### src/hdl/spi_image_cfg.svh
`ifndef SPI_IMAGE_CFG_SVH
`define SPI_IMAGE_CFG_SVH

// Frame geometry, kept small for simulation.
`define RES_X 8
`define RES_Y 4

`define PIXEL_SIZE 16
`define PRECISION 11

`define FB_DEPTH (`RES_X * `RES_Y)
`define FB_AW 5

`define AXIL_AW 4

`endif

### src/hdl/spi_image_pkg.sv
`include "spi_image_cfg.svh"

package spi_image_pkg;

    typedef struct packed {
        logic [`PIXEL_SIZE-1:0] data;
        logic [`PRECISION-1:0]  x;
        logic [`PRECISION-1:0]  y;
    } pixel_t;

    typedef struct packed {
        logic                   en;
        logic [`FB_AW-1:0]      addr;
        logic [`PIXEL_SIZE-1:0] data;
    } fb_wr_t;

    typedef struct packed {
        logic [`AXIL_AW-1:0] awaddr;
        logic                awvalid;
        logic [31:0]         wdata;
        logic [3:0]          wstrb;
        logic                wvalid;
        logic                bready;
        logic [`AXIL_AW-1:0] araddr;
        logic                arvalid;
        logic                rready;
    } axil_req_t;

    typedef struct packed {
        logic        awready;
        logic        wready;
        logic [1:0]  bresp;
        logic        bvalid;
        logic        arready;
        logic [31:0] rdata;
        logic [1:0]  rresp;
        logic        rvalid;
    } axil_rsp_t;

endpackage

### src/hdl/spi_byte_receiver.sv
`timescale 1ns/1ps

module spi_byte_receiver (
    input  logic       clk,
    input  logic       reset,
    input  logic       sclk,
    input  logic       mosi,
    input  logic       cs_n,
    output logic [7:0] byte_out,
    output logic       byte_ready
);
    logic [1:0] sclk_sync;
    logic [1:0] mosi_sync;
    logic [1:0] cs_n_sync;
    logic       sclk_prev;
    logic       sclk_rise;
    logic [6:0] shift;
    logic [2:0] bit_cnt;

    always_ff @(posedge clk) begin
        if (reset) begin
            sclk_sync <= 2'b00; // Mode 0 idles low.
            mosi_sync <= 2'b00;
            cs_n_sync <= 2'b11;
            sclk_prev <= 1'b0;
        end else begin
            sclk_sync <= {sclk_sync[0], sclk};
            mosi_sync <= {mosi_sync[0], mosi};
            cs_n_sync <= {cs_n_sync[0], cs_n};
            sclk_prev <= sclk_sync[1];
        end
    end

    assign sclk_rise = sclk_sync[1] & ~sclk_prev;

    always_ff @(posedge clk) begin
        if (reset) begin
            bit_cnt    <= 3'd0;
            byte_ready <= 1'b0;
        end else begin
            byte_ready <= 1'b0;
            if (cs_n_sync[1]) begin
                bit_cnt <= 3'd0;
            end else if (sclk_rise) begin
                bit_cnt <= bit_cnt + 3'd1;
                if (bit_cnt == 3'd7) begin
                    byte_ready <= 1'b1;
                end
            end
        end
    end

    // MSB arrives first.
    always_ff @(posedge clk) begin
        if (sclk_rise && !cs_n_sync[1]) begin
            shift <= {shift[5:0], mosi_sync[1]};
            if (bit_cnt == 3'd7) begin
                byte_out <= {shift, mosi_sync[1]};
            end
        end
    end

endmodule

### src/hdl/spi_multibyte_reader.sv
`timescale 1ns/1ps

module spi_multibyte_reader #(
    parameter int BYTE_COUNT = 2
) (
    input  logic                      clk,
    input  logic                      reset,
    input  logic                      spi_byte_ready,
    input  logic [7:0]                spi_byte_in,
    output logic [8*BYTE_COUNT-1:0]   bytes_out,
    output logic                      bytes_ready
);
    localparam int CW = (BYTE_COUNT > 1) ? $clog2(BYTE_COUNT) : 1;

    logic [CW-1:0] byte_cnt;

    always_ff @(posedge clk) begin
        if (reset) begin
            byte_cnt    <= '0;
            bytes_ready <= 1'b0;
        end else begin
            bytes_ready <= 1'b0;
            if (spi_byte_ready) begin
                if (byte_cnt == CW'(BYTE_COUNT - 1)) begin
                    byte_cnt    <= '0;
                    bytes_ready <= 1'b1; // Group complete.
                end else begin
                    byte_cnt <= byte_cnt + 1'b1;
                end
            end
        end
    end

    always_ff @(posedge clk) begin
        if (spi_byte_ready) begin
            bytes_out <= (bytes_out << 8) | (8*BYTE_COUNT)'(spi_byte_in);
        end
    end

endmodule

### src/hdl/pipeline_spi_image_receiver.sv
`timescale 1ns/1ps
`include "spi_image_cfg.svh"

module pipeline_spi_image_receiver (
    input  logic                  clk,
    input  logic                  reset,
    input  logic                  enable_receive,
    input  logic                  spi_byte_ready,
    input  logic [7:0]            spi_byte_in,
    output spi_image_pkg::pixel_t pixel,
    output logic                  pixel_ready
);
    typedef enum logic {
        AWAIT_ROW,
        AWAIT_PIXEL
    } state_t;

    state_t      state;
    logic [15:0] word;
    logic        word_ready;

    // Disabling drops any half-received word.
    spi_multibyte_reader #(
        .BYTE_COUNT(2)
    ) spi_reader_i (
        .clk            (clk),
        .reset          (reset | ~enable_receive),
        .spi_byte_ready (spi_byte_ready),
        .spi_byte_in    (spi_byte_in),
        .bytes_out      (word),
        .bytes_ready    (word_ready)
    );

    always_ff @(posedge clk) begin
        if (reset || !enable_receive) begin
            state       <= AWAIT_ROW;
            pixel_ready <= 1'b0;
        end else begin
            case (state)
                AWAIT_ROW: begin
                    if (word_ready) begin
                        state <= AWAIT_PIXEL;
                    end
                end
                default: begin
                    pixel_ready <= word_ready; // One-cycle strobe per word.
                end
            endcase
        end
    end

    always_ff @(posedge clk) begin
        if (state == AWAIT_ROW) begin
            if (word_ready) begin
                pixel.y <= word[`PRECISION-1:0]; // First word is the row.
                pixel.x <= '0;
            end
        end else begin
            if (word_ready) begin
                pixel.data <= word[`PIXEL_SIZE-1:0];
            end
            if (pixel_ready) begin
                if (pixel.x == `PRECISION'(`RES_X - 1)) begin
                    pixel.x <= '0;
                    if (pixel.y == `PRECISION'(`RES_Y - 1)) begin
                        pixel.y <= '0; // Wrap to top of frame.
                    end else begin
                        pixel.y <= pixel.y + 1'b1;
                    end
                end else begin
                    pixel.x <= pixel.x + 1'b1;
                end
            end
        end
    end

endmodule

### src/hdl/frame_buffer.sv
`timescale 1ns/1ps
`include "spi_image_cfg.svh"

module frame_buffer (
    input  logic                   clk,
    input  spi_image_pkg::fb_wr_t  wr,
    input  logic [`FB_AW-1:0]      rd_addr,
    output logic [`PIXEL_SIZE-1:0] rd_data
);
    logic [`PIXEL_SIZE-1:0] mem [`FB_DEPTH];

    always_ff @(posedge clk) begin
        if (wr.en) begin
            mem[wr.addr] <= wr.data;
        end
    end

    // Read before write on a shared address.
    always_ff @(posedge clk) begin
        rd_data <= mem[rd_addr];
    end

endmodule

### src/hdl/axil_image_regs.sv
`timescale 1ns/1ps
`include "spi_image_cfg.svh"

module axil_image_regs (
    input  logic                     clk,
    input  logic                     reset,
    input  spi_image_pkg::axil_req_t axil_req,
    output spi_image_pkg::axil_rsp_t axil_rsp,
    input  spi_image_pkg::pixel_t    pixel,
    input  logic                     pixel_ready,
    output logic                     enable,
    output logic [`FB_AW-1:0]        fb_rd_addr,
    input  logic [`PIXEL_SIZE-1:0]   fb_rd_data
);
    localparam logic [1:0] REG_CTRL     = 2'd0;
    localparam logic [1:0] REG_STATUS   = 2'd1;
    localparam logic [1:0] REG_PIX_ADDR = 2'd2;

    typedef enum logic [1:0] {
        RD_IDLE,
        RD_WAIT,
        RD_VALID
    } rd_state_t;

    rd_state_t         rd_state;
    logic [1:0]        rd_sel;
    logic [31:0]       rd_mux;
    logic [31:0]       rdata;
    logic              bvalid;
    logic              wr_hs;
    logic              ar_hs;
    logic              ctrl_rise;
    logic [31:0]       wr_old;
    logic [31:0]       wr_merged;
    logic [`FB_AW-1:0] pix_addr;
    logic [15:0]       pix_cnt;
    logic [15:0]       frame_cnt;

    assign wr_hs = axil_req.awvalid & axil_req.wvalid & ~bvalid;
    assign ar_hs = axil_req.arvalid & (rd_state == RD_IDLE);

    // Byte strobes merge into the current register value.
    always_comb begin
        wr_old = (axil_req.awaddr[3:2] == REG_CTRL) ? {31'b0, enable} : 32'(pix_addr);
        for (int i = 0; i < 4; i++) begin
            wr_merged[8*i +: 8] = axil_req.wstrb[i] ? axil_req.wdata[8*i +: 8]
                                                     : wr_old[8*i +: 8];
        end
    end

    assign ctrl_rise = wr_hs & (axil_req.awaddr[3:2] == REG_CTRL) & wr_merged[0] & ~enable;

    always_ff @(posedge clk) begin
        if (reset) begin
            enable   <= 1'b0;
            pix_addr <= '0;
            bvalid   <= 1'b0;
        end else begin
            if (wr_hs) begin
                bvalid <= 1'b1;
                case (axil_req.awaddr[3:2])
                    REG_CTRL:     enable   <= wr_merged[0];
                    REG_PIX_ADDR: pix_addr <= wr_merged[`FB_AW-1:0];
                    default:      ; // STATUS and PIX_DATA ignore writes.
                endcase
            end else if (axil_req.bready) begin
                bvalid <= 1'b0;
            end
        end
    end

    always_ff @(posedge clk) begin
        if (reset || ctrl_rise) begin
            pix_cnt   <= '0;
            frame_cnt <= '0;
        end else if (pixel_ready) begin
            pix_cnt <= pix_cnt + 16'd1;
            if (pixel.x == `PRECISION'(`RES_X - 1) && pixel.y == `PRECISION'(`RES_Y - 1)) begin
                frame_cnt <= frame_cnt + 16'd1;
            end
        end
    end

    assign fb_rd_addr = pix_addr;

    always_comb begin
        case (rd_sel)
            REG_CTRL:     rd_mux = {31'b0, enable};
            REG_STATUS:   rd_mux = {frame_cnt, pix_cnt};
            REG_PIX_ADDR: rd_mux = 32'(pix_addr);
            default:      rd_mux = 32'(fb_rd_data);
        endcase
    end

    // The extra wait state covers the frame buffer read.
    always_ff @(posedge clk) begin
        if (reset) begin
            rd_state <= RD_IDLE;
        end else begin
            case (rd_state)
                RD_IDLE: begin
                    if (ar_hs) begin
                        rd_state <= RD_WAIT;
                    end
                end
                RD_WAIT: begin
                    rd_state <= RD_VALID;
                end
                default: begin
                    if (axil_req.rready) begin
                        rd_state <= RD_IDLE;
                    end
                end
            endcase
        end
    end

    always_ff @(posedge clk) begin
        if (ar_hs) begin
            rd_sel <= axil_req.araddr[3:2];
        end
        if (rd_state == RD_WAIT) begin
            rdata <= rd_mux;
        end
    end

    always_comb begin
        axil_rsp         = '0; // Responses are always OKAY.
        axil_rsp.awready = wr_hs;
        axil_rsp.wready  = wr_hs;
        axil_rsp.bvalid  = bvalid;
        axil_rsp.arready = (rd_state == RD_IDLE);
        axil_rsp.rdata   = rdata;
        axil_rsp.rvalid  = (rd_state == RD_VALID);
    end

endmodule

### src/hdl/spi_image_top.sv
`timescale 1ns/1ps
`include "spi_image_cfg.svh"

module spi_image_top (
    input  logic                     clk,
    input  logic                     reset,
    input  logic                     sclk,
    input  logic                     mosi,
    input  logic                     cs_n,
    input  spi_image_pkg::axil_req_t axil_req,
    output spi_image_pkg::axil_rsp_t axil_rsp
);
    logic [7:0]             spi_byte;
    logic                   spi_byte_ready;
    spi_image_pkg::pixel_t  pixel;
    logic                   pixel_ready;
    logic                   enable;
    spi_image_pkg::fb_wr_t  fb_wr;
    logic [`FB_AW-1:0]      fb_rd_addr;
    logic [`PIXEL_SIZE-1:0] fb_rd_data;

    spi_byte_receiver spi_byte_receiver_i (
        .clk        (clk),
        .reset      (reset),
        .sclk       (sclk),
        .mosi       (mosi),
        .cs_n       (cs_n),
        .byte_out   (spi_byte),
        .byte_ready (spi_byte_ready)
    );

    pipeline_spi_image_receiver receiver_i (
        .clk            (clk),
        .reset          (reset),
        .enable_receive (enable),
        .spi_byte_ready (spi_byte_ready),
        .spi_byte_in    (spi_byte),
        .pixel          (pixel),
        .pixel_ready    (pixel_ready)
    );

    // Row-major frame buffer address.
    assign fb_wr.en   = pixel_ready;
    assign fb_wr.addr = `FB_AW'(pixel.y * `RES_X + pixel.x);
    assign fb_wr.data = pixel.data;

    frame_buffer frame_buffer_i (
        .clk     (clk),
        .wr      (fb_wr),
        .rd_addr (fb_rd_addr),
        .rd_data (fb_rd_data)
    );

    axil_image_regs axil_image_regs_i (
        .clk         (clk),
        .reset       (reset),
        .axil_req    (axil_req),
        .axil_rsp    (axil_rsp),
        .pixel       (pixel),
        .pixel_ready (pixel_ready),
        .enable      (enable),
        .fb_rd_addr  (fb_rd_addr),
        .fb_rd_data  (fb_rd_data)
    );

endmodule

### config.mk
export PLATFORM = sky130hd
export DESIGN_NAME = spi_image_top
export DESIGN_NICKNAME = d
export VERILOG_FILES = /design/src/hdl/spi_image_pkg.sv /design/src/hdl/spi_byte_receiver.sv /design/src/hdl/spi_multibyte_reader.sv /design/src/hdl/pipeline_spi_image_receiver.sv /design/src/hdl/frame_buffer.sv /design/src/hdl/axil_image_regs.sv /design/src/hdl/spi_image_top.sv
export VERILOG_INCLUDE_DIRS = /design/src /design/src/hdl
export SDC_FILE = /design/constraint.sdc
export NUM_CORES = 1
export LEC_CHECK = 0
export BUFFER_PORTS_ARGS = -buffer_cell sky130_fd_sc_hd__clkbuf_2
export CAP_MARGIN = 20
export CORE_MARGIN = 5
export CORE_UTILIZATION = 60
export DETAILED_ROUTE_END_ITERATION = 10
export PLACE_DENSITY = 0.78
export REMOVE_ABC_BUFFERS = 1
export SLEW_MARGIN = 20
export SYNTH_ARGS = -nofsm -noshare
export SYNTH_HDL_FRONTEND = slang
export SYNTH_SLANG_ARGS = --single-unit
### constraint.sdc
create_clock -name clk -period 3.45 [get_ports clk]
set_clock_uncertainty 0.2 [all_clocks]
set_input_delay 0.1725 -clock clk [delete_from_list [all_inputs] [get_ports clk]]
set_output_delay 0.1725 -clock clk [all_outputs]
set_load 0.05 [all_outputs]
# Yosys cells after proc, flatten, opt, wreduce, memory -nomap -nowiden
# Memory sizes are Yosys's and may differ from the RTL's. A register that Yosys moved wholly into a read port is not among the register bits.
# Index checks and enable logic that the tools add are counted.
# word_totals
input_bits	54
out_inout_bits	41
mem_bits_rw	512
n_memories	1
word_cells	104
register_bits	159
# classes
bitwise	14
eq_ne	11
mux	21
n_reduce_logical	25
addsub	7
# memory_table
memory	words	word_bits	read_ports	rd_ports_with_merged_regs	wr	line	rtl
frame_buffer_i.mem	32	16	1	1	1	frame_buffer.sv:10	logic [`PIXEL_SIZE-1:0] mem [`FB_DEPTH];
# op_table
operator	count
case mux 32 bit (3 select lines)	1
two-way mux 22 bit	3
two-way mux 11 bit	3
adder 16 x 1 -> 16 bit, second input constant	2
adder 11 x 1 -> 11 bit, second input constant	2
OR 16 x 8 -> 16 bit	1
AND reduction 2 bit	7
equality test 11 x 2 -> 1 bit, second input constant	1
equality test 11 x 3 -> 1 bit, second input constant	1
two-way mux 5 bit	2
two-way mux 1 bit	9
AND 1 bit	7
equality test 2 bit, second input constant	3
logical NOT 2 bit	3
!= test 2 x 1 -> 1 bit, second input constant	3
AND reduction 3 bit	2
nonzero test 2 bit	3
adder 5 bit	1
NOT 1 bit	5
equality test 2 x 1 -> 1 bit, second input constant	2
two-way mux 2 bit	2
case mux 2 bit (2 select lines)	1
OR reduction 2 bit	2
adder 3 x 1 -> 3 bit, second input constant	1
other kinds (8)	11

# Depth between registers and ports, before layout
# Gate-level depths: netlist (run 1).
# logic_depth
word_depth	6
depth_mapped	8
ltp_nobuf	6

# Modules after synthesis
# A second synthesis (run 1) with hierarchy kept.
# unflattened
cells_unflattened	1682
hier_area_um2	27277.4
# by_module_without_submodules
mod	cells_per_inst	instances	area_per_inst_um2	seq_area_each_um2
frame_buffer	1143	1	20535.9	15695.1
axil_image_regs	323	1	3527.1	1841.8
pipeline_spi_image_receiver	145	1	1809.2	1181.1
spi_byte_receiver	47	1	828.3	670.6
spi_multibyte_reader	22	1	540.5	520.5
spi_image_top	2	1	36.3	0.0

# Least setup slack after synthesis (run 1)
# OpenSTA, ideal clock, no wires.
# synth_timing
path_kind	register to register
from	register receiver_i.pixel[0] (netlist name)
to	memory frame_buffer_i.mem[12][0] in the netlist's numbering (enable)
setup_time_ns	0.388
setup_slack_ns	0.837
path_stages_with_launch	6
arrival_ns	2.024
path_buffers	0
required_ns	2.862
period_less_slack_ns	2.613
path_cell_list	edfxtp_1 > ha_1 > xnor2_1 > xor2_1 > nand3_1 > nor2_1
# synth_via
elab_chain_len	1
# synth_rtl
item	line	rtl
adder 5 bit	spi_image_top.sv:44	assign fb_wr.addr = `FB_AW'(pixel.y * `RES_X + pixel.x);
end, declared	frame_buffer.sv:10	
# Every way passes these cells.

# Worst setup path after layout (run 1)
# layout_timing
from	register axil_image_regs_i.bvalid
to	register axil_image_regs_i.enable
# layout_via
elab_chain_len	3
# layout_rtl
item	line	rtl
start, declared	axil_image_regs.sv:29	logic bvalid;
start signal, assigned	axil_image_regs.sv:57	bvalid <= 1'b0;
start signal, assigned	axil_image_regs.sv:60	bvalid <= 1'b1;
start signal, assigned	axil_image_regs.sv:67	bvalid <= 1'b0;
NOT 1 bit	axil_image_regs.sv:39	assign wr_hs = axil_req.awvalid & axil_req.wvalid & ~bvalid;
AND 1 bit	axil_image_regs.sv:39	
AND reduction 2 bit (no line)	n/a	
end signal, assigned	axil_image_regs.sv:62	REG_CTRL: enable <= wr_merged[0];
end, declared	axil_image_regs.sv:11	output logic enable,
# Every way passes these cells.
# A chain may end at the register's enable or synchronous reset.

==> results by group, run 1 <==
Status
  – Outcome: completed

Routing
  – DRT iter0 DRCs: between 1500 and 2000
  – Initial DRT Pass Iterations: 5
  – Post-DR wirelength/cell: around 24 µm
  – Routed wire length: roughly 58000 µm
  – Via/cell ratio: approximately 6
  – Routed vias: 14817
  – ANT nets after route: 0
  – Drt drc: 0

Clock network
  – CTS tree: done
  – Clock Sink Count: between 600 and 700
  – Worst-path clk slew: about 60 ps
  – Post_cts resized: 0
  – Clk buf depth: 3
  – Total CTS buffers: slightly below 70
  – CTS H-tree depth: 3
  – Root buffer cell: clkbuf_16
  – Clock latency on the worst-skew pair: a little under 600 ps

Timing
  – Final hold slack: between 50 and 60 ps
  – Unrepaired setup endpoints after global routing: no
  – Fmax: 0.329 GHz
  – Fin crit period: between 3000 and 4000 ps
  – Slew HR: ~40%
  – Final period util: about nine tenths
  – Worst slew pin tran: 896 ps
  – Final hold viol count: 0
  – Final WS setup: between 400 and 500 ps
  – Setup Viol. Count Final: 0
  – Final slew viol count: 0
  – Setup TNS Final: 0 ps

Min path
  – Worst hold path depth: 5
  – Worst min-delay path startpoint: axil_req[8]
  – Hold endpoint: axil_image_regs_i.frame_cnt[13]$_SDFFE_PP0P_
  – Hold Path Class: input pin to flip-flop

GRT
  – Busiest grt layer: met2
  – Antenna violations before repair: 1
  – First-pass GRT wire length: 87100 µm
  – M3 GR Usage: 4.52%
  – Largest net degree at the start of global routing: 65
  – Overflow after GRT: 0
  – Met2 usage: 38.2%
  – Number of global-route vias before repair: ~15000
  – GRT Util Overall: a little under a quarter
  – Met1 GRT Util: roughly a third

Synth
  – Post-synthesis sequential area ratio: about three quarters
  – Syn Area/Cell: 16.1 µm²
  – Synth Instances: about 1700
  – Yosys cell types: 49
  – Syn. warnings: 0
  – Flops & latches, synth: roughly 700
  – Post-synth EDFFs: between 600 and 700
  – Main synth FF type: edfxtp_1
  – Async SR Flop Fraction: 0%
  – Cell Area, Synth: between 20000 and 30000 µm²

Floorplan
  – Die span in y: roughly 220 µm
  – I/O pin count: 95
  – Rows: between 70 and 80
  – Core ar.: approximately 44000 µm²
  – Die width: 221 µm
  – Initial core utilization: roughly three fifths
  – Die ar.: around 50000 µm²

Layout
  – Layout cell share with drive strength beyond 1: between 10% and 20%
  – Finished Layout Cells: 2459
  – Fin nets: 1882
  – Commonest non-fill, non-tap cells in the layout: 615 x edfxtp_1, 276 x mux2i_1, 92 x nor2_1, 73 x clkbuf_16, 71 x dfxtp_1
  – Antenna cells: 0
  – # fillers: between 2000 and 3000
  – P&R area growth vs syn: 14.9%
  – Commonest non-fill, non-tap cell in the layout: edfxtp_1

Power and ir drop
  – Switching part of the total: 19.3%
  – Leak: 9.91 nW
  – Int Power: between 10 and 15 mW
  – Clock share of power: 42.7%
  – VDD IR max: between 0.0004 and 0.0005 V
  – Logic pwr share: ~2.2%
  – Flop pwr share: around 55%
  – Pwr dens: between 500 and 600 nW/µm²
  – Sw power: roughly 3.1 mW

Setup path
  – Critical path arrival: approximately 3300 ps
  – Crit start category: flip-flop
  – FF-to-FF path depth: 7
  – CP Max Fanout: 4
  – Reg2reg end: axil_image_regs_i.enable$_SDFFE_PP0P_
  – Crit path required time: 3720 ps
  – CP Class: flip-flop to flip-flop
  – R2r setup slk: between 400 and 500 ps
  – CP Capture Type: flip-flop
  – Worst r2r src: axil_image_regs_i.bvalid$_SDFFE_PP0P_

Place
  – Place WS: approximately 710 ps
  – IO buf count: 56
  – Gpl congestion: 0.836
  – Dpl cells: 2294
  – Hpwl dp: between 30000 and 40000 µm

Flow run
  – Max-Cap Viols: 0
[through the flow]
stage	area, µm²	utilization (%)	power (mW)
finish	30800	69.7	16.3
global route	30800	69.7	16.8
CTS	30600	69.2	16.4
detailed placement	28100	63.6	9.51
global placement	28100	63.6	9.50
floorplan	26400	-	9.45
[critical path, stage by stage, from the launching register on]
cell	delay, ps
dfxtp_1	340
nand3b_1	240
nor3_1	200
dlygate4sd3_1	610
mux2i_1	170
dlygate4sd3_1	560
nor2_1	40
dlygate4sd3_1	570
[power by group through the flow]
stage / Sequential (mW) / Combinational, mW / Clock, mW
floorplan: 9.25 / 0.199 / 0
global placement: 9.17 / 0.331 / 0
detailed placement: 9.17 / 0.337 / 0
CTS: 9.00 / 0.361 / 7.07
global route: 9.00 / 0.382 / 7.42
finish: 9.00 / 0.362 / 6.98
[cell usage after synthesis (all sizes together), types with 12 or more instances]
| cell | instances | area share, % |
|---|---|---|
| a21oi | 42 | 0.78 |
| a22o | 36 | 1.2 |
| a22oi | 64 | 1.8 |
| a31oi | 17 | 0.40 |
| and2 | 22 | 0.51 |
| buf | 46 | 0.88 |
| clkbuf | 45 | 0.63 |
| dfxtp | 72 | 5.4 |
| edfxtp | 615 | 69 |
| mux2i | 276 | 10 |
| nand2 | 65 | 0.91 |
| nand3 | 56 | 1.0 |
| nand4 | 26 | 0.61 |
| nor2 | 93 | 1.3 |
| nor2b | 24 | 0.56 |
| nor3 | 26 | 0.49 |
| nor4 | 12 | 0.51 |
| xnor2 | 26 | 0.85 |
| xor2 | 22 | 0.72 |
[logic make-up (layout without fill, tap and decap cells)]
kind of cell | Yosys count | count (layout) | synth area share (%)
xor+xnor | 48 | 48 | 1.57
simple gates | 355 | 355 | 6.80
flops | 687 | 687 | 74.2
mux | 282 | 282 | 10.6
fa+ha+maj | 10 | 10 | 0.466
compound gates | 178 | 178 | 4.69
other cells | 1 | 4 | 0.0140
buf+inv | 101 | 303 | 1.65
[per-layer routing]
layer / part of all wire [%] / wire (µm) / vias to the layer above
met5: 0.012 / 7 / -
met4: 2.8 / 1620 / 2
met3: 8.0 / 4650 / 109
met2: 49 / 28600 / 677
met1: 40 / 23100 / 7317
li1: - / - / 6712
[what timing repair did]
item | in CTS | in global routing
hold buffers | 33 | 0
setup buffers | 0 | 0
hold endpoints to repair | 24 | 0
[worst max path at each step]
| stage | start | to | depth (start not counted) |
|---|---|---|---|
| finish | axil_image_regs_i.bvalid$_SDFFE_PP0P_ | axil_image_regs_i.enable$_SDFFE_PP0P_ | 7 |
| floorplan | axil_image_regs_i.fb_rd_addr[0]$_SDFFE_PP0P_ | axil_image_regs_i.rdata[0]$_DFFE_PN_ | 1 |
| CTS | axil_image_regs_i.bvalid$_SDFFE_PP0P_ | axil_image_regs_i.enable$_SDFFE_PP0P_ | 7 |
| detailed placement | receiver_i.pixel[0]$_DFFE_PP_ | frame_buffer_i.mem[14][14]$_DFFE_PP_ | 6 |
| global placement | receiver_i.pixel[0]$_DFFE_PP_ | frame_buffer_i.mem[14][13]$_DFFE_PP_ | 6 |
| global route | axil_image_regs_i.bvalid$_SDFFE_PP0P_ | axil_image_regs_i.enable$_SDFFE_PP0P_ | 7 |
[flip-flops by register name, indices dropped and copies added (netlist names), 2 cells and up]
name                               count
axil_image_regs_i.fb_rd_addr           5
axil_image_regs_i.frame_cnt           16
axil_image_regs_i.pix_cnt             16
axil_image_regs_i.rd_sel               2
axil_image_regs_i.rd_state             2
axil_image_regs_i.rdata               32
frame_buffer_i.mem                   512
frame_buffer_i.rd_data                16
receiver_i.pixel                      38
receiver_i.spi_reader_i.bytes_out     16
spi_byte_receiver_i.bit_cnt            3
spi_byte_receiver_i.byte_out           8
spi_byte_receiver_i.cs_n_sync          2
spi_byte_receiver_i.mosi_sync          2
spi_byte_receiver_i.sclk_sync          2
spi_byte_receiver_i.shift              7
[area by class of cell]
class	instances	area (µm²)	area share, %
clock inverters	19	113	0.365
clock buffers	100	2010	6.51
multi-input cells	877	6510	21.1
inverters	10	37.5	0.122
flip-flops and latches	687	19900	64.6
repair buffers	174	1500	4.88
well taps	592	741	2.40
Power figures use the tool's default switching activity.
==> run 2, diff against run 1 <==
==> constraint.sdc (replaced) <==
create_clock -name clk -period 3.45 [get_ports clk]
set_clock_uncertainty 0.2 [all_clocks]
set_input_delay 0.5175 -clock clk [delete_from_list [all_inputs] [get_ports clk]]
set_output_delay 0.5175 -clock clk [all_outputs]
set_load 0.05 [all_outputs]
==> results by group, run 2 (synthesis gave the netlist of run 1 again) <==
Layout
  – Max reg flops: 512 (unchanged)
  – Largest regs: frame_buffer_i.mem x512, receiver_i.pixel x38, axil_image_regs_i.rdata x32 (unchanged)
  – Layout cell share with drive strength beyond 1: 14.4% (was 13.9%)
  – Fin nets: 1853 (was 1882)
  – Finished Layout Cells: 2434 (was 2459)
  – Biggest register: frame_buffer_i.mem (unchanged)
  – Antenna cells: 0 (unchanged)
  – Commonest non-fill, non-tap cell in the layout: edfxtp_1 (unchanged)
  – P&R area growth vs syn: 13.9% (was 14.9%)
  – # fillers: 2744 (was 2742)
  – Commonest non-fill, non-tap cells in the layout: 615 x edfxtp_1, 276 x mux2i_1, 92 x nor2_1, 71 x dfxtp_1, 69 x clkbuf_16 (was 615 x edfxtp_1, 276 x mux2i_1, 92 x nor2_1, 73 x clkbuf_16, 71 x dfxtp_1)

Timing
  – Setup TNS Final: 0 ps (unchanged)
  – Fin crit period: 2960 ps (was 3040 ps)
  – Fmax: 0.338 GHz (was 0.329 GHz)
  – Slew HR: 41.8% (was 40.3%)
  – Final WS setup: 492 ps (was 411 ps)
  – Unrepaired setup endpoints after global routing: no (unchanged)
  – Final slew viol count: 0 (unchanged)
  – Final period util: 85.7% (was 88.1%)
  – Final hold viol count: 0 (unchanged)
  – Setup Viol. Count Final: 0 (unchanged)
  – Final hold slack: 26.5 ps (was 59.4 ps)
  – Worst slew pin tran: 873 ps (was 896 ps)

Place
  – Gpl congestion: 0.821 (was 0.836)
  – Hpwl dp: 33400 µm (was 33900 µm)
  – Dpl cells: 2286 (was 2294)
  – IO buf count: 56 (unchanged)
  – Place WS: 624 ps (was 709 ps)

Clock network
  – Total CTS buffers: 67 (was 68)
  – Clock Sink Count: 687 (unchanged)
  – CTS hold repair buffers: 10 (was 33)
  – Clk buf depth: 3 (unchanged)
  – Worst-path clk slew: 60 ps (about the same)
  – Clock latency on the worst-skew pair: 590 ps (was 580 ps)
  – CTS tree: done (unchanged)
  – Root buffer cell: clkbuf_16 (unchanged)
  – Postcts setup bufs: 0 (unchanged)
  – Post_cts resized: 0 (unchanged)
  – CTS H-tree depth: 3 (unchanged)

GRT
  – Largest net degree at the start of global routing: 70 (was 65)
  – Number of global-route vias before repair: 14705 (was 14941)
  – Overflow after GRT: 0 (unchanged)
  – GRT Util Overall: 22.9% (was 23.1%)
  – Antenna violations before repair: 1 (unchanged)
  – First-pass GRT wire length: 86200 µm (was 87100 µm)

Power and ir drop
  – Leak: 9.78 nW (was 9.91 nW)
  – VDD IR max: 0.000358 V (was 0.000430 V)
  – Pwr dens: 535 nW/µm² (was 530 nW/µm²)

Setup path
  – Critical path arrival: 3020 ps (was 3300 ps)
  – CP Cell Sequence: ha_1 > xnor2_1 > xnor2_1 > nand2_1 > nor2_1 > buf_4 (was nand3b_1 > nor3_1 > dlygate4sd3_1 > mux2i_1 > dlygate4sd3_1 > nor2_1 > dlygate4sd3_1)
  – CP Capture Type: flip-flop (unchanged)
  – FF-to-FF path depth: 6 (was 7)
  – Crit path required time: 3510 ps (was 3720 ps)
  – CP most frequent cell: xnor2_1 (was dlygate4sd3_1)
  – Reg2reg end: frame_buffer_i.mem[18][11]$_DFFE_PP_ (was axil_image_regs_i.enable$_SDFFE_PP0P_)
  – CP Max Fanout: 16 (was 4)
  – CP max stage delay: 670 ps (was 610 ps)
  – R2r setup slk: 490 ps (was 410 ps)
  – CP Class: flip-flop to flip-flop (unchanged)
  – Worst r2r src: receiver_i.pixel[0]$_DFFE_PP_ (was axil_image_regs_i.bvalid$_SDFFE_PP0P_)
  – Crit start category: flip-flop (unchanged)
  – Worst path slowest cell: xnor2_1 (was dlygate4sd3_1)

Floorplan
  – I/O pin count: 95 (unchanged)
  – Initial core utilization: 60.7% (unchanged)
  – Die ar.: 49000 µm² (unchanged)
  – Rows: 77 (unchanged)
  – Die span in y: 221 µm (unchanged)
  – Core ar.: 44200 µm² (unchanged)
  – Die width: 221 µm (unchanged)

Routing
  – DRT iter0 DRCs: 1641 (was 1939)
  – Via/cell ratio: 6.07 (was 6.03)
  – Routed vias: 14767 (was 14817)
  – Post-DR wirelength/cell: 23.7 µm (was 23.6 µm)
  – ANT nets after route: 0 (unchanged)
  – Drt drc: 0 (unchanged)
  – Routed wire length: 57700 µm (was 58000 µm)
  – Initial DRT Pass Iterations: 7 (was 5)

Min path
  – Worst min-delay path startpoint: axil_req[13] (was axil_req[8])
  – Hold endpoint: axil_image_regs_i.fb_rd_addr[1]$_SDFFE_PP0P_ (was axil_image_regs_i.frame_cnt[13]$_SDFFE_PP0P_)
  – Worst hold path depth: 3 (was 5)
  – Hold Path Class: input pin to flip-flop (unchanged)

Flow run
  – Max-Cap Viols: 0 (unchanged)

Status
  – Outcome: completed (unchanged)
==> run 2: cell types whose count changed in the layout (fill, tap and decap cells not counted), moves of 2 or more <==
cell,previous run,this run
clkbuf_8,8,1
clkinv_8,0,2
clkinvlp_4,0,4
clkbuf_1,19,8
buf_12,8,6
dlygate4sd3_1,33,10
clkinv_2,8,19
clkinv_1,9,12
bufinv_16,1,4
clkbuf_16,73,69
inv_6,0,3
buf_4,63,58
==> run 2: worst max path at each step <==
stage                                                       startpoint                              endpoint  slack, ps  depth (start not counted)
after detailed placement                 receiver_i.pixel[0]$_DFFE_PP_  frame_buffer_i.mem[18][10]$_DFFE_PP_        620                          6
final                                    receiver_i.pixel[0]$_DFFE_PP_  frame_buffer_i.mem[18][11]$_DFFE_PP_        490                          6
after CTS                                receiver_i.pixel[0]$_DFFE_PP_  frame_buffer_i.mem[18][11]$_DFFE_PP_        530                          6
after global placement                   receiver_i.pixel[0]$_DFFE_PP_  frame_buffer_i.mem[20][10]$_DFFE_PP_        770                          6
after floorplan           axil_image_regs_i.fb_rd_addr[0]$_SDFFE_PP0P_  axil_image_regs_i.rdata[0]$_DFFE_PN_      -7000                          1
after global routing                     receiver_i.pixel[0]$_DFFE_PP_  frame_buffer_i.mem[18][10]$_DFFE_PP_        360                          6
==> run 2: report_power, final <==
part	switching [mW]	internal [mW]	total [mW]
Clock	3.02	4.00	7.02
Combinational	0.232	0.113	0.345
Sequential	0.0284	8.97	9.00
==> run 2: cell type report <==
class | instances | area (µm²) | area share (%)
flip-flops and latches | 687 | 19900 | 65.2
inverters | 10 | 37.5 | 0.123
clock buffers | 78 | 1770 | 5.79
multi-input cells | 877 | 6510 | 21.3
repair buffers | 146 | 1230 | 4.04
clock inverters | 44 | 349 | 1.14
well taps | 592 | 741 | 2.42
==> run 2: per-stage QoR <==
step	area, µm²	utilization, %	total power [mW]
2_1_floorplan	26400	-	9.45
3_3_place_gp	28000	63.4	9.50
3_5_place_dp	28000	63.4	9.51
4_1_cts	30300	68.4	16.4
5_1_grt	30600	69.1	16.8
6_report	30600	69.1	16.4
==> run 2: critical path, delay by kind of cell (launching register included) <==
family                     cells  cell delay, ps
xor gates and xnor gates       2             840
adders and majority gates      1             250
buffers and inverters          1             320
DFF                            1             480
and+or+nand+nor                2             520
==> run 2: metal layers <==
| metal | vias to the layer above | part of all wire [%] | global-route usage, % |
|---|---|---|---|
| li1 | 6646 | - | - |
| met1 | 7343 | 39 | 31.6 |
| met2 | 650 | 49 | 37.5 |
| met3 | 128 | 8.0 | 4.11 |
| met4 | 0 | 3.3 | 8.09 |
| met5 | - | 0 | 0 |
